$ cat src/common/seq_macros.svh
`ifndef SEQ_MACROS_SVH
`define SEQ_MACROS_SVH

// command fifo depth as a power of two
// 3 gives 8 entries
`define SEQ_FIFO_DEPTH_LOG2 3

// width of the run timer and of the command time field
// the host loads time as one 32-bit word
`define SEQ_TIME_W 32

// bus payload widths
`define SEQ_ADDR_W 16
`define SEQ_DATA_W 32

`endif

$ cat src/common/seq_pkg.sv
`include "seq_macros.svh"

package seq_pkg;

	// one queued command, as the host loads it
	// due_time sits in the top bits, data in the bottom
	typedef struct packed {
		logic [`SEQ_TIME_W-1:0] due_time;  // issue when timer reaches this
		logic [`SEQ_ADDR_W-1:0] addr;      // register bus address
		logic [`SEQ_DATA_W-1:0] data;      // register bus write data
	} sched_cmd_t;

	// what goes out on the register bus in the issue cycle
	typedef struct packed {
		logic [`SEQ_ADDR_W-1:0] addr;
		logic [`SEQ_DATA_W-1:0] data;
	} bus_req_t;

	// host write selector
	typedef enum logic [1:0] {
		FIELD_TIME   = 2'd0,
		FIELD_ADDR   = 2'd1,
		FIELD_DATA   = 2'd2,
		FIELD_COMMIT = 2'd3   // push working command
	} load_field_e;

	// scheduler control states
	typedef enum logic [1:0] {
		IDLE      = 2'd0,  // timer not started yet
		FETCH     = 2'd1,  // pop next command
		FIFO_WAIT = 2'd2,  // fifo read data arriving
		EXEC      = 2'd3   // hold until due
	} sched_state_e;

endpackage

$ cat src/scheduler/cmd_scheduler.sv
`timescale 1ns/1ps
`include "seq_macros.svh"

module cmd_scheduler (
	input  logic                   clk,
	input  logic                   rst,

	// run timer, zero means not started
	input  logic [`SEQ_TIME_W-1:0] current_time,

	// command fifo
	input  seq_pkg::sched_cmd_t    pop_cmd,
	input  logic                   pop_valid,
	input  logic                   empty,
	output logic                   pop,

	// external register bus, write only
	output seq_pkg::bus_req_t      bus_req,
	output logic                   bus_en,
	output logic                   bus_wr
);

	import seq_pkg::*;

	sched_state_e state;
	sched_state_e next_state;
	sched_cmd_t   cmd_q;       // command waiting for its time
	logic         load_cmd;
	logic         clear_cmd;
	logic         time_started;
	logic         is_due;

	assign time_started = (current_time != '0);
	assign is_due       = (current_time >= cmd_q.due_time);

	always_ff @(posedge clk or posedge rst) begin
		if (rst) begin
			state <= IDLE;
		end else begin
			state <= next_state;
		end
	end

	// outputs come straight from state, not registered
	always_comb begin
		next_state = state;
		pop        = 1'b0;
		load_cmd   = 1'b0;
		clear_cmd  = 1'b0;
		bus_en     = 1'b0;
		bus_wr     = 1'b0;
		case (state)
			IDLE: begin
				if (time_started) next_state = FETCH;
			end
			FETCH: begin
				// nothing to do until a command is queued
				if (!empty && time_started) begin
					pop        = 1'b1;
					next_state = FIFO_WAIT;
				end
			end
			FIFO_WAIT: begin
				load_cmd   = 1'b1;  // fifo data lands this cycle
				next_state = EXEC;
			end
			EXEC: begin
				if (is_due) begin
					bus_en     = 1'b1;
					bus_wr     = 1'b1;
					clear_cmd  = 1'b1;
					next_state = FETCH;
				end
			end
			default: next_state = IDLE;
		endcase
	end

	// held command
	always_ff @(posedge clk) begin
		if (clear_cmd) begin
			cmd_q <= '0;
		end else if (load_cmd && pop_valid) begin
			cmd_q <= pop_cmd;
		end
	end

	assign bus_req.addr = cmd_q.addr;
	assign bus_req.data = cmd_q.data;

endmodule

$ cat src/cmd_fifo.sv
`timescale 1ns/1ps
`include "seq_macros.svh"

module cmd_fifo (
	input  logic                clk,
	input  logic                rst,

	// write side
	input  logic                push,
	input  seq_pkg::sched_cmd_t push_cmd,

	// read side, data one cycle after pop
	input  logic                pop,
	output seq_pkg::sched_cmd_t pop_cmd,
	output logic                pop_valid,

	output logic                empty,
	output logic                full
);

	import seq_pkg::*;

	localparam int AW    = `SEQ_FIFO_DEPTH_LOG2;
	localparam int DEPTH = 1 << AW;

	sched_cmd_t      mem [DEPTH];
	logic [AW-1:0]   wr_ptr;
	logic [AW-1:0]   rd_ptr;
	logic [AW:0]     count;      // one extra bit to tell full from empty
	logic            do_wr;
	logic            do_rd;

	assign empty = (count == '0);
	assign full  = (count == DEPTH[AW:0]);

	// ignore pushes when full and pops when empty
	assign do_wr = push && !full;
	assign do_rd = pop && !empty;

	always_ff @(posedge clk) begin
		if (do_wr) begin
			mem[wr_ptr] <= push_cmd;
		end
		if (do_rd) begin
			pop_cmd <= mem[rd_ptr];
		end
	end

	// pointers wrap on their own, depth is a power of two
	always_ff @(posedge clk or posedge rst) begin
		if (rst) begin
			wr_ptr    <= '0;
			rd_ptr    <= '0;
			count     <= '0;
			pop_valid <= 1'b0;
		end else begin
			pop_valid <= do_rd;
			if (do_wr) wr_ptr <= wr_ptr + 1'b1;
			if (do_rd) rd_ptr <= rd_ptr + 1'b1;
			case ({do_wr, do_rd})
				2'b10:   count <= count + 1'b1;
				2'b01:   count <= count - 1'b1;
				default: count <= count;  // both or neither
			endcase
		end
	end

endmodule

$ cat src/cmd_loader.sv
`timescale 1ns/1ps

module cmd_loader (
	input  logic                 clk,
	input  logic                 rst,

	// host field writes
	input  logic                 host_wr,
	input  seq_pkg::load_field_e host_sel,
	input  logic [31:0]          host_word,

	// to command fifo
	input  logic                 full,
	output logic                 push,
	output seq_pkg::sched_cmd_t  push_cmd,

	output logic                 overflow
);

	import seq_pkg::*;

	sched_cmd_t work_cmd;    // command being assembled
	logic       commit;
	logic       overflow_q;

	assign commit = host_wr && (host_sel == FIELD_COMMIT);

	// fields are kept between commands, so the host
	// only rewrites what changes
	always_ff @(posedge clk) begin
		if (host_wr) begin
			case (host_sel)
				FIELD_TIME: work_cmd.due_time <= host_word;
				FIELD_ADDR: work_cmd.addr     <= host_word[15:0];  // upper half ignored
				FIELD_DATA: work_cmd.data     <= host_word;
				default: ;  // commit leaves fields alone
			endcase
		end
	end

	// push straight through in the commit cycle
	assign push     = commit && !full;
	assign push_cmd = work_cmd;

	// sticky, a dropped command is lost for good
	always_ff @(posedge clk or posedge rst) begin
		if (rst) begin
			overflow_q <= 1'b0;
		end else if (commit && full) begin
			overflow_q <= 1'b1;
		end
	end

	assign overflow = overflow_q;

endmodule

$ cat src/run_timer.sv
`timescale 1ns/1ps
`include "seq_macros.svh"

module run_timer (
	input  logic                   clk,
	input  logic                   rst,
	input  logic                   start,
	input  logic                   stop,
	output logic [`SEQ_TIME_W-1:0] current_time
);

	logic running;
	logic run_next;

	// stop wins if both pulse together
	assign run_next = (running || start) && !stop;

	always_ff @(posedge clk or posedge rst) begin
		if (rst) begin
			running <= 1'b0;
		end else begin
			running <= run_next;
		end
	end

	// count already steps on the start edge, so it reads 1 right after
	always_ff @(posedge clk or posedge rst) begin
		if (rst) begin
			current_time <= '0;
		end else if (run_next) begin
			current_time <= current_time + 1'b1;
		end
	end

endmodule

$ cat src/timed_sequencer.sv
`timescale 1ns/1ps
`include "seq_macros.svh"

module timed_sequencer (
	input  logic                   clk,
	input  logic                   rst,

	// host loading port
	input  logic                   host_wr,
	input  seq_pkg::load_field_e   host_sel,
	input  logic [31:0]            host_word,
	output logic                   overflow,

	// timer control
	input  logic                   start,
	input  logic                   stop,
	output logic [`SEQ_TIME_W-1:0] current_time,

	// register bus
	output seq_pkg::bus_req_t      bus_req,
	output logic                   bus_en,
	output logic                   bus_wr
);

	import seq_pkg::*;

	logic       push;
	sched_cmd_t push_cmd;
	logic       pop;
	sched_cmd_t pop_cmd;
	logic       pop_valid;
	logic       empty;
	logic       full;

	cmd_loader u_loader (
		.clk       (clk),
		.rst       (rst),
		.host_wr   (host_wr),
		.host_sel  (host_sel),
		.host_word (host_word),
		.full      (full),
		.push      (push),
		.push_cmd  (push_cmd),
		.overflow  (overflow)
	);

	cmd_fifo u_fifo (
		.clk       (clk),
		.rst       (rst),
		.push      (push),
		.push_cmd  (push_cmd),
		.pop       (pop),
		.pop_cmd   (pop_cmd),
		.pop_valid (pop_valid),
		.empty     (empty),
		.full      (full)
	);

	run_timer u_timer (
		.clk          (clk),
		.rst          (rst),
		.start        (start),
		.stop         (stop),
		.current_time (current_time)
	);

	cmd_scheduler u_sched (
		.clk          (clk),
		.rst          (rst),
		.current_time (current_time),
		.pop_cmd      (pop_cmd),
		.pop_valid    (pop_valid),
		.empty        (empty),
		.pop          (pop),
		.bus_req      (bus_req),
		.bus_en       (bus_en),
		.bus_wr       (bus_wr)
	);

endmodule

$ cat config.mk
export PLATFORM = sky130hd
export DESIGN_NAME = timed_sequencer
export DESIGN_NICKNAME = d
export VERILOG_FILES = /design/src/common/seq_pkg.sv /design/src/scheduler/cmd_scheduler.sv /design/src/cmd_fifo.sv /design/src/cmd_loader.sv /design/src/run_timer.sv /design/src/timed_sequencer.sv
export VERILOG_INCLUDE_DIRS = /design/src /design/src/common
export SDC_FILE = /design/constraint.sdc
export NUM_CORES = 1
export LEC_CHECK = 0
export ABC_AREA = 1
export BUFFER_PORTS_ARGS = -buffer_cell sky130_fd_sc_hd__buf_2
export CAP_MARGIN = 20
export CORE_ASPECT_RATIO = 1.2
export CORE_MARGIN = 4
export CORE_UTILIZATION = 25
export CTS_BUF_LIST = sky130_fd_sc_hd__clkbuf_8
export DETAILED_ROUTE_END_ITERATION = 10
export GPL_TIMING_DRIVEN = 0
export PLACE_DENSITY = 0.5
export SYNTH_ARGS = -nofsm -noshare
export SYNTH_HDL_FRONTEND = slang
export SYNTH_SLANG_ARGS = --single-unit
export TNS_END_PERCENT = 100
$ cat constraint.sdc
create_clock -name clk -period 16.86 [get_ports clk]
set_input_delay 3.372 -clock clk [delete_from_list [all_inputs] [get_ports clk]]
set_output_delay 3.372 -clock clk [all_outputs]
set_load 0.01 [all_outputs]
==> impl_results.rst, run 1 <==
.. list-table::
   :header-rows: 1

   * - Metric
     - Value
   * - Layout cell share with drive strength beyond 1
     - 0.1537
   * - Clock buffer count from CTS
     - 151
   * - Proportion of netlist area held by the largest area contributor
     - 0.6653
   * - Final hold violation count
     - 0
   * - Portion of the clock cycle consumed by the worst path in the final layout
     - 0.4068
   * - Number of nets in the final layout
     - 3261
   * - Required time reported for the critical path endpoint
     - 13.49 ns
   * - Die height
     - 424.3 um
   * - Pin count of the biggest net entering global routing
     - 55
   * - Global-route wire length before repair
     - 151.6 mm
   * - Data arrival time of the worst path
     - 3.49 ns
   * - Dominant combinational cell family by area after synthesis
     - simple AND/OR/NAND/NOR gates
   * - Yosys synthesis warning count
     - 0
   * - Final Util
     - 0.3001
   * - Shortest clock period the worst path allows after layout
     - 6.859 ns
   * - Std-Cell Rows
     - 152
   * - Worst reg-to-reg setup slack
     - 13.51 ns
   * - Die area
     - 150600 um^2
   * - Maximum level of the CTS H-tree
     - 4
   * - I/O Buffers
     - 121
   * - Clk_lat worst skew
     - 0.85 ns
   * - Final setup viols
     - 0
   * - Average instance area after synthesis
     - 12.66 um^2
   * - Vias after detailed routing
     - 22979
   * - Max Clk Rate
     - 145.8 MHz
   * - Max Buffers Root-to-Sink
     - 3
   * - Starting DRC count in detailed routing
     - 1778
   * - Fillers
     - 14476
   * - XOR/XNOR share of the synthesized area
     - 0.007034
   * - Post-synth top flop
     - edfxtp_1
   * - Slew at the pin closest to its max-slew limit
     - 1.091 ns
   * - Setup repair after global routing missed its margin
     - false
   * - Adder-cell share of the synthesized area
     - 0.01545
   * - Hold Crit Start
     - u_sched.bus_req[44]$_SDFFE_PP0P_
   * - Width of the die
     - 354.9 um
   * - Vias/cell
     - 4.389
   * - Vias in the first global route
     - 22804
   * - Hold Worst Slack
     - 0.4622 ns
   * - Multi-input combinational cell area
     - 7918 um^2
   * - Detailed placement HPWL
     - 70.36 mm
   * - Power density over the cells
     - 165.9 nW/um^2
   * - Post-synthesis cell type with the largest combined area
     - edfxtp_1
   * - I/O pin count
     - 122
   * - Design area
     - 42980 um^2
   * - Clock root buffer
     - clkbuf_8
   * - Count of unique library cells instantiated by Yosys
     - 39
   * - Top area cells in the synthesized netlist
     - edfxtp_1 (67%), nor2_1 (6.7%), o21ai_0 (4.9%), dfxtp_1 (4.4%), dfrtp_1 (3.3%)
   * - Hold-fix buffers at CTS
     - 0
   * - Crit path capture type
     - primary output
   * - EDFF count, synth
     - 800
   * - Area fraction in compound gates after synthesis
     - 0.08829
   * - Proportion of register bits with asynchronous set or reset after synthesis
     - 0.05070
   * - Number of instances in the synthesized netlist
     - 2853
   * - Post-detailed-placement cell area
     - 39970 um^2
   * - Worst-path fanout max
     - 11
   * - Category of the worst setup path launch point
     - flop
   * - RD Place Congestion
     - 0.7755
   * - Post-synthesis sequential area ratio
     - 0.7423
   * - Remaining max-slew budget at the tightest pin
     - 0.2725
   * - First-pass iteration count of the detailed router
     - 5
   * - Post-synthesis mux area share
     - 0
   * - Wire length per cell after detailed routing
     - 19.98 um
   * - Cell types with the highest counts after synthesis
     - edfxtp_1 (800), nor2_1 (640), o21ai_0 (356)
   * - Number of remaining DRC errors
     - 0
   * - Most common cell in the synthesized netlist
     - edfxtp_1
   * - Number of storage elements in the synthesis netlist
     - 927
   * - Class of the tightest hold or removal check
     - reg -> reg
   * - Buffers inserted during post-CTS setup optimization
     - 0
   * - Core footprint
     - 143200 um^2
   * - VDD IR-drop max
     - 0.09446 mV
   * - Clk slew on worst S/H paths
     - 0.06 ns
   * - Count of instances resized after the clock tree is built
     - 0
   * - Sequential standard cell area
     - 26800 um^2
   * - Hold endpoint
     - u_sched.bus_req[44]$_SDFFE_PP0P_
   * - Status
     - finished clean
   * - Total wire length after detailed routing
     - 104.6 mm
   * - Clock tree from TritonCTS
     - yes
   * - Syn_nets
     - 2936
   * - Depth of the worst hold-timing path
     - 2
   * - Total power of the final layout
     - 7131 uW
   * - Leak
     - 0.01510 uW
   * - Reported max-cap violation count
     - 0
   * - Capturing point of the worst reg2reg path
     - u_fifo.count[3]$_DFFE_PP0P_
   * - Antenna violations before repair
     - 10
   * - Post-synthesis instance area
     - 36110 um^2
   * - Source of the worst register-to-register timing path
     - u_timer.current_time[0]$_DFFE_PP0P_
   * - Worst clock skew on the final layout
     - 0.05124 ns
   * - Antenna violation net count after detailed routing
     - 0
   * - Fraction of the mapped netlist area in simple logic gates
     - 0.1066
   * - Total number of clock tree sinks
     - 927
   * - Max Slew Vio Count
     - 0
   * - Synth-to-Final Area Change
     - 19.02%
   * - Worst setup path class
     - reg -> out
   * - Total congestion overflow after global routing
     - 0
   * - Number of cells on the worst reg-to-reg path
     - 20
   * - Total Routing Usage GR
     - 0.1364
   * - Effective utilization at floorplan
     - 0.2521
==> through the flow <==
step                      setup TNS, ns  setup WS (ns)  cells
after floorplan                       0          6.744   2853
after global placement           -2.639       -0.04871   4899
after detailed placement              0          10.32   4950
after CTS                             0          9.749   5231
after global routing                  0          9.598   5233
final                                 0          10.00   5236
==> worst max-delay path by stage <==
| stage | to | start | slack (ns) |
|---|---|---|---|
| final | bus_wr | u_timer.current_time[7]$_DFFE_PP0P_ | 10.00 |
| after global routing | bus_wr | u_timer.current_time[7]$_DFFE_PP0P_ | 9.60 |
| after CTS | bus_wr | u_timer.current_time[7]$_DFFE_PP0P_ | 9.75 |
| after detailed placement | u_fifo.mem[4][15]$_DFFE_PP_ | host_sel[1] | 10.32 |
| after global placement | u_fifo.mem[4][15]$_DFFE_PP_ | host_sel[1] | -0.05 |
| after floorplan | u_fifo.mem[4][0]$_DFFE_PP_ | host_sel[1] | 6.74 |
==> cell type report <==
type                            instances  area share
Clock buffer                          163     0.05220
Clock inverter                        118     0.01732
Timing Repair Buffer                  172     0.03226
Antenna cell                            5   0.0002911
Inverter                              100    0.008793
Sequential cell                       927      0.6236
Multi-Input combinational cell       1621      0.1842
Tap cell                             1925     0.05605
Buffer                                205     0.02521
==> flip-flops by register name (all words and copies together), names as in the netlist <==
signal                count
u_timer.running           1
u_fifo.pop_cmd           80
u_sched.bus_req          48
u_sched.cmd_q            32
u_timer.current_time     32
u_fifo.rd_ptr             3
u_loader.push_cmd        80
u_loader.overflow         1
u_sched.state             2
u_fifo.wr_ptr             3
u_fifo.mem              640
u_fifo.pop_valid          1
u_fifo.count              4
==> power breakdown <==
part           switching [uW]  internal [uW]  total, uW
clock                     923           1010       1930
combinational            1510            679       2190
sequential                153           2860       3010
total                    2580           4550       7130
==> worst max-delay path: stages, from the launching register on <==
cell and delay, ns:
dfrtp_1 0.50, ha_1 0.36, nand2_1 0.07, nor2_1 0.17
nand2_1 0.09, nor2_1 0.09, nor2_1 0.05, nand2_1 0.09
nand2_1 0.07, a21boi_1 0.11, buf_2 0.51, buf_4 0.31
buf_4 0.13, buf_2 0.11
==> per-layer routing <==
| metal | track usage | part of all wire |
|---|---|---|
| met5 | 0 | 0.00019 |
| met4 | 0.04714 | 0.027 |
| met3 | 0.02467 | 0.051 |
| met2 | 0.2311 | 0.48 |
| met1 | 0.1755 | 0.44 |
==> placed cells by master (no fill, tap or decap), types with 3 or more instances in the layout <==
| master | instances |
|---|---|
| edfxtp_1 | 800 |
| nor2_1 | 634 |
| o21ai_0 | 356 |
| nand2_1 | 197 |
| clkbuf_8 | 163 |
| buf_2 | 144 |
| inv_1 | 134 |
| clkbuf_1 | 87 |
| o22ai_1 | 80 |
| a31oi_1 | 80 |
| dfxtp_1 | 80 |
| buf_4 | 77 |
| nand3_1 | 67 |
| a21oi_1 | 61 |
| dfrtp_1 | 47 |
| ha_1 | 43 |
| clkinv_1 | 39 |
| xor2_1 | 28 |
| buf_6 | 24 |
| buf_12 | 20 |
| buf_1 | 19 |
| clkinv_2 | 18 |
| nand4_1 | 14 |
| nor3_1 | 13 |
| nor2_4 | 11 |
| nor3_2 | 7 |
| bufinv_16 | 7 |
| o21ai_1 | 6 |
| clkinvlp_4 | 6 |
| diode_2 | 5 |
| buf_8 | 5 |
| nand2_2 | 4 |
| inv_2 | 4 |
| inv_6 | 3 |
| clkinv_8 | 3 |
==> cells by family after synthesis <==
kind of cell,Yosys count
flops,927
compound gates,592
fa+ha+maj,44
buf+inv,305
xor+xnor,29
simple gates,956
No activity file was read; power rests on OpenSTA's default activity.
==> run 2: changes to the inputs <==
==> constraint.sdc (replaced) <==
create_clock -name clk -period 6.8 [get_ports clk]
set_input_delay 1.36 -clock clk [delete_from_list [all_inputs] [get_ports clk]]
set_output_delay 1.36 -clock clk [all_outputs]
set_load 0.01 [all_outputs]
==> impl_results.rst, run 2 (synthesis gave the netlist of run 1 again) <==
.. list-table::
   :header-rows: 1

   * - Metric
     - Value
   * - First-pass iteration count of the detailed router
     - 5 (unchanged)
   * - Worst stage delay on the critical path
     - 0.51 ns (about the same)
   * - Antenna violation net count after detailed routing
     - 0 (unchanged)
   * - Category of the worst setup path launch point
     - flop
   * - RD Place Congestion
     - 0.7697 (-0.75%)
   * - Buffering stage count on the worst path with inverters included
     - 4 (unchanged)
   * - CP top delay family
     - buffers and inverters
   * - Max Buffers Root-to-Sink
     - 3 (unchanged)
   * - Fillers
     - 14485 (+0.062%)
   * - Width of the die
     - 354.9 um (unchanged)
   * - Layout cell share with drive strength beyond 1
     - 0.1482 (-0.005422)
   * - Pin count of the biggest net entering global routing
     - 55 (unchanged)
   * - Slew at the pin closest to its max-slew limit
     - 1.187 ns (+0.09538 ns)
   * - Setup slack of the critical path after layout
     - 1.964 ns (-8.038 ns)
   * - Synth-to-Final Area Change
     - 18.62%
   * - Maximum level of the CTS H-tree
     - 4 (unchanged)
   * - Clk_lat worst skew
     - 0.83 ns (-0.02 ns)
   * - Leak
     - 0.01506 uW (-0.28%)
   * - Combinational cell fraction of total power
     - 0.311 (+0.004)
   * - Vias in the first global route
     - 23063 (+1.1%)
   * - Total power of the final layout
     - 17390 uW (+140%)
   * - Number of nets in the final layout
     - 3254 (-0.21%)
   * - Shortest clock period the worst path allows after layout
     - 4.836 ns
   * - Remaining max-slew budget at the tightest pin
     - 0.2089 (-0.06359)
   * - Total wire length after detailed routing
     - 104.6 mm (about the same)
   * - Crit path capture type
     - primary output
   * - Data arrival time of the worst path
     - 3.48 ns (about the same)
   * - Pre-CTS worst setup slack
     - 2.303 ns (-8.015 ns)
   * - Total Routing Usage GR
     - 0.1370 (+0.0006538)
   * - Design area
     - 42830 um^2 (-0.33%)
   * - Core footprint
     - 143200 um^2 (unchanged)
   * - Count of instances resized after the clock tree is built
     - 0 (unchanged)
   * - Buffers inserted during post-CTS setup optimization
     - 0 (unchanged)
   * - Switching portion of total power
     - 0.3643 (+0.001823)
   * - Power density over the cells
     - 406.1 nW/um^2 (+140%)
   * - Register bank with the most flops
     - u_fifo.mem
   * - Antenna violations before repair
     - 10 (unchanged)
   * - Post-detailed-placement cell area
     - 40030 um^2 (+0.14%)
   * - Portion of total power attributed to sequential cells
     - 0.430 (+0.008)
   * - Reported max-cap violation count
     - 0 (unchanged)
   * - Clock tree from TritonCTS
     - yes
   * - Class of the tightest hold or removal check
     - reg -> reg
   * - Clk slew on worst S/H paths
     - 0.06 ns (about the same)
   * - Commonest non-fill, non-tap cells in the layout
     - edfxtp_1 (800), nor2_1 (634), o21ai_0 (356), nand2_1 (197), clkbuf_8 (163)
   * - Std-Cell Rows
     - 152 (unchanged)
   * - Portion of the clock cycle consumed by the worst path in the final layout
     - 0.7112
   * - I/O Buffers
     - 121 (unchanged)
   * - Required time reported for the critical path endpoint
     - 5.44 ns (-8.05 ns)
   * - Critical path's most frequent cell
     - nand2_1
   * - Share of power burned in the clock network
     - 0.259 (-0.012)
   * - Final hold violation count
     - 0 (unchanged)
   * - Number of remaining DRC errors
     - 0 (unchanged)
   * - I/O pin count
     - 122 (unchanged)
   * - Die height
     - 424.3 um (unchanged)
   * - Starting DRC count in detailed routing
     - 1881 (+5.8%)
   * - Clock root buffer
     - clkbuf_8
   * - CP cell instances
     - ha_1, nand2_1, nor2_1, nand2_1, nor2_1, nor2_1, nand2_1, nand2_1, a21boi_1, buf_2, buf_4, buf_4, buf_2
   * - VDD IR-drop max
     - 0.2191 mV (+130%)
   * - Worst clock skew on the final layout
     - 0.03451 ns (-0.01673 ns)
   * - Status
     - finished clean
   * - Slowest stage cell, crit path
     - buf_2
   * - Clock buffer count from CTS
     - 151 (unchanged)
   * - Worst-path fanout max
     - 11 (unchanged)
   * - Total congestion overflow after global routing
     - 0 (unchanged)
   * - Commonest non-fill, non-tap cell in the layout
     - edfxtp_1
   * - Worst setup path class
     - reg -> out
   * - Vias/cell
     - 4.384 (-0.11%)
   * - Effective utilization at floorplan
     - 0.2521 (unchanged)
   * - TNS Setup
     - 0 ns (unchanged)
   * - Max Slew Vio Count
     - 0 (unchanged)
   * - Detailed placement HPWL
     - 71.29 mm (+1.3%)
   * - Hold-fix buffers at CTS
     - 0 (unchanged)
   * - Total internal power
     - 11060 uW (+140%)
   * - Final setup viols
     - 0 (unchanged)
   * - Wire length per cell after detailed routing
     - 20.02 um (+0.23%)
   * - Die area
     - 150600 um^2 (unchanged)
   * - Total number of clock tree sinks
     - 927 (unchanged)
   * - Flip-flop count of the largest register after layout
     - 640 (unchanged)
   * - Global-route wire length before repair
     - 152.7 mm (+0.70%)
   * - Setup repair after global routing missed its margin
     - false
   * - Max Clk Rate
     - 206.8 MHz
   * - Vias after detailed routing
     - 22906 (-0.32%)
   * - Power dissipated by switching net loads
     - 6337 uW (+150%)
-- run 2: through the flow --
step           hold WS [ns]  utilization  std cells
3_3_place_gp         0.4518       0.2732       4899
2_1_floorplan        0.4405            -       2853
5_1_grt              0.4651       0.2990       5219
3_5_place_dp         0.4538       0.2795       4943
6_report             0.4611       0.2991       5225
4_1_cts              0.4206       0.2989       5217
-- run 2: metal layers --
layer | share of wire | wire length (um) | vias to the layer above | global-route usage
met2 | 0.49 | 51320 | 762 | 0.2346
met3 | 0.063 | 6613 | 195 | 0.02874
met1 | 0.41 | 43320 | 11146 | 0.1686
met4 | 0.032 | 3334 | 6 | 0.05540
li1 | - | - | 10797 | -
met5 | 0.00042 | 44 | - | 0
-- run 2: area by class of cell --
type                       count  area, um^2  area share
buffer                       205        1084     0.02530
clock buffer                 163        2243     0.05238
tap                         1925        2409     0.05623
timing repair buffer         165        1429     0.03336
sequential                   927       26800      0.6257
inverter                     100       377.9    0.008822
antenna                        8       20.02   0.0004674
clock inverter               111       538.0     0.01256
multi-input combinational   1621        7930      0.1851
-- run 2: power groups by stage --
stage / registers (uW) / clock network [uW] / logic (uW)
after floorplan: 7470 / 0 / 3320
after global placement: 7680 / 0 / 5330
after detailed placement: 7620 / 0 / 5470
after CTS: 7500 / 4640 / 5490
after global routing: 7560 / 4900 / 6030
final: 7490 / 4500 / 5410
-- run 2: worst paths after layout --
check                                                    start                                  end  slack [ns]  depth (start not counted)
max reg2reg                u_timer.current_time[0]$_DFFE_PP0P_          u_fifo.count[3]$_DFFE_PP0P_        3.43                         20
max                        u_timer.current_time[7]$_DFFE_PP0P_                               bus_wr        1.96                         13
min in group asynchronous                                  rst         u_fifo.rd_ptr[2]$_DFFE_PP0P_        0.50                          2
min reg2reg                   u_sched.bus_req[32]$_SDFFE_PP0P_     u_sched.bus_req[32]$_SDFFE_PP0P_        0.46                          2
max in group asynchronous                                  rst  u_timer.current_time[5]$_DFFE_PP0P_        5.72                          3
min                           u_sched.bus_req[32]$_SDFFE_PP0P_     u_sched.bus_req[32]$_SDFFE_PP0P_        0.46                          2
-- run 2: worst register-to-register path, stage by stage (launching register included) --
cell and delay, ns:
dfrtp_1 0.46, inv_1 0.19, ha_1 0.17, nand2_1 0.05
nor3_1 0.12, nand2_1 0.08, nor2_1 0.23, nand3_1 0.13
nand2_1 0.10, inv_1 0.04, nand2_1 0.16, inv_4 0.22
ha_1 0.32, ha_1 0.33, nand2_1 0.08, nor2_1 0.04
a211oi_1 0.23, nor2_1 0.07, nor2_1 0.08, nand2_1 0.07
xor2_1 0.14
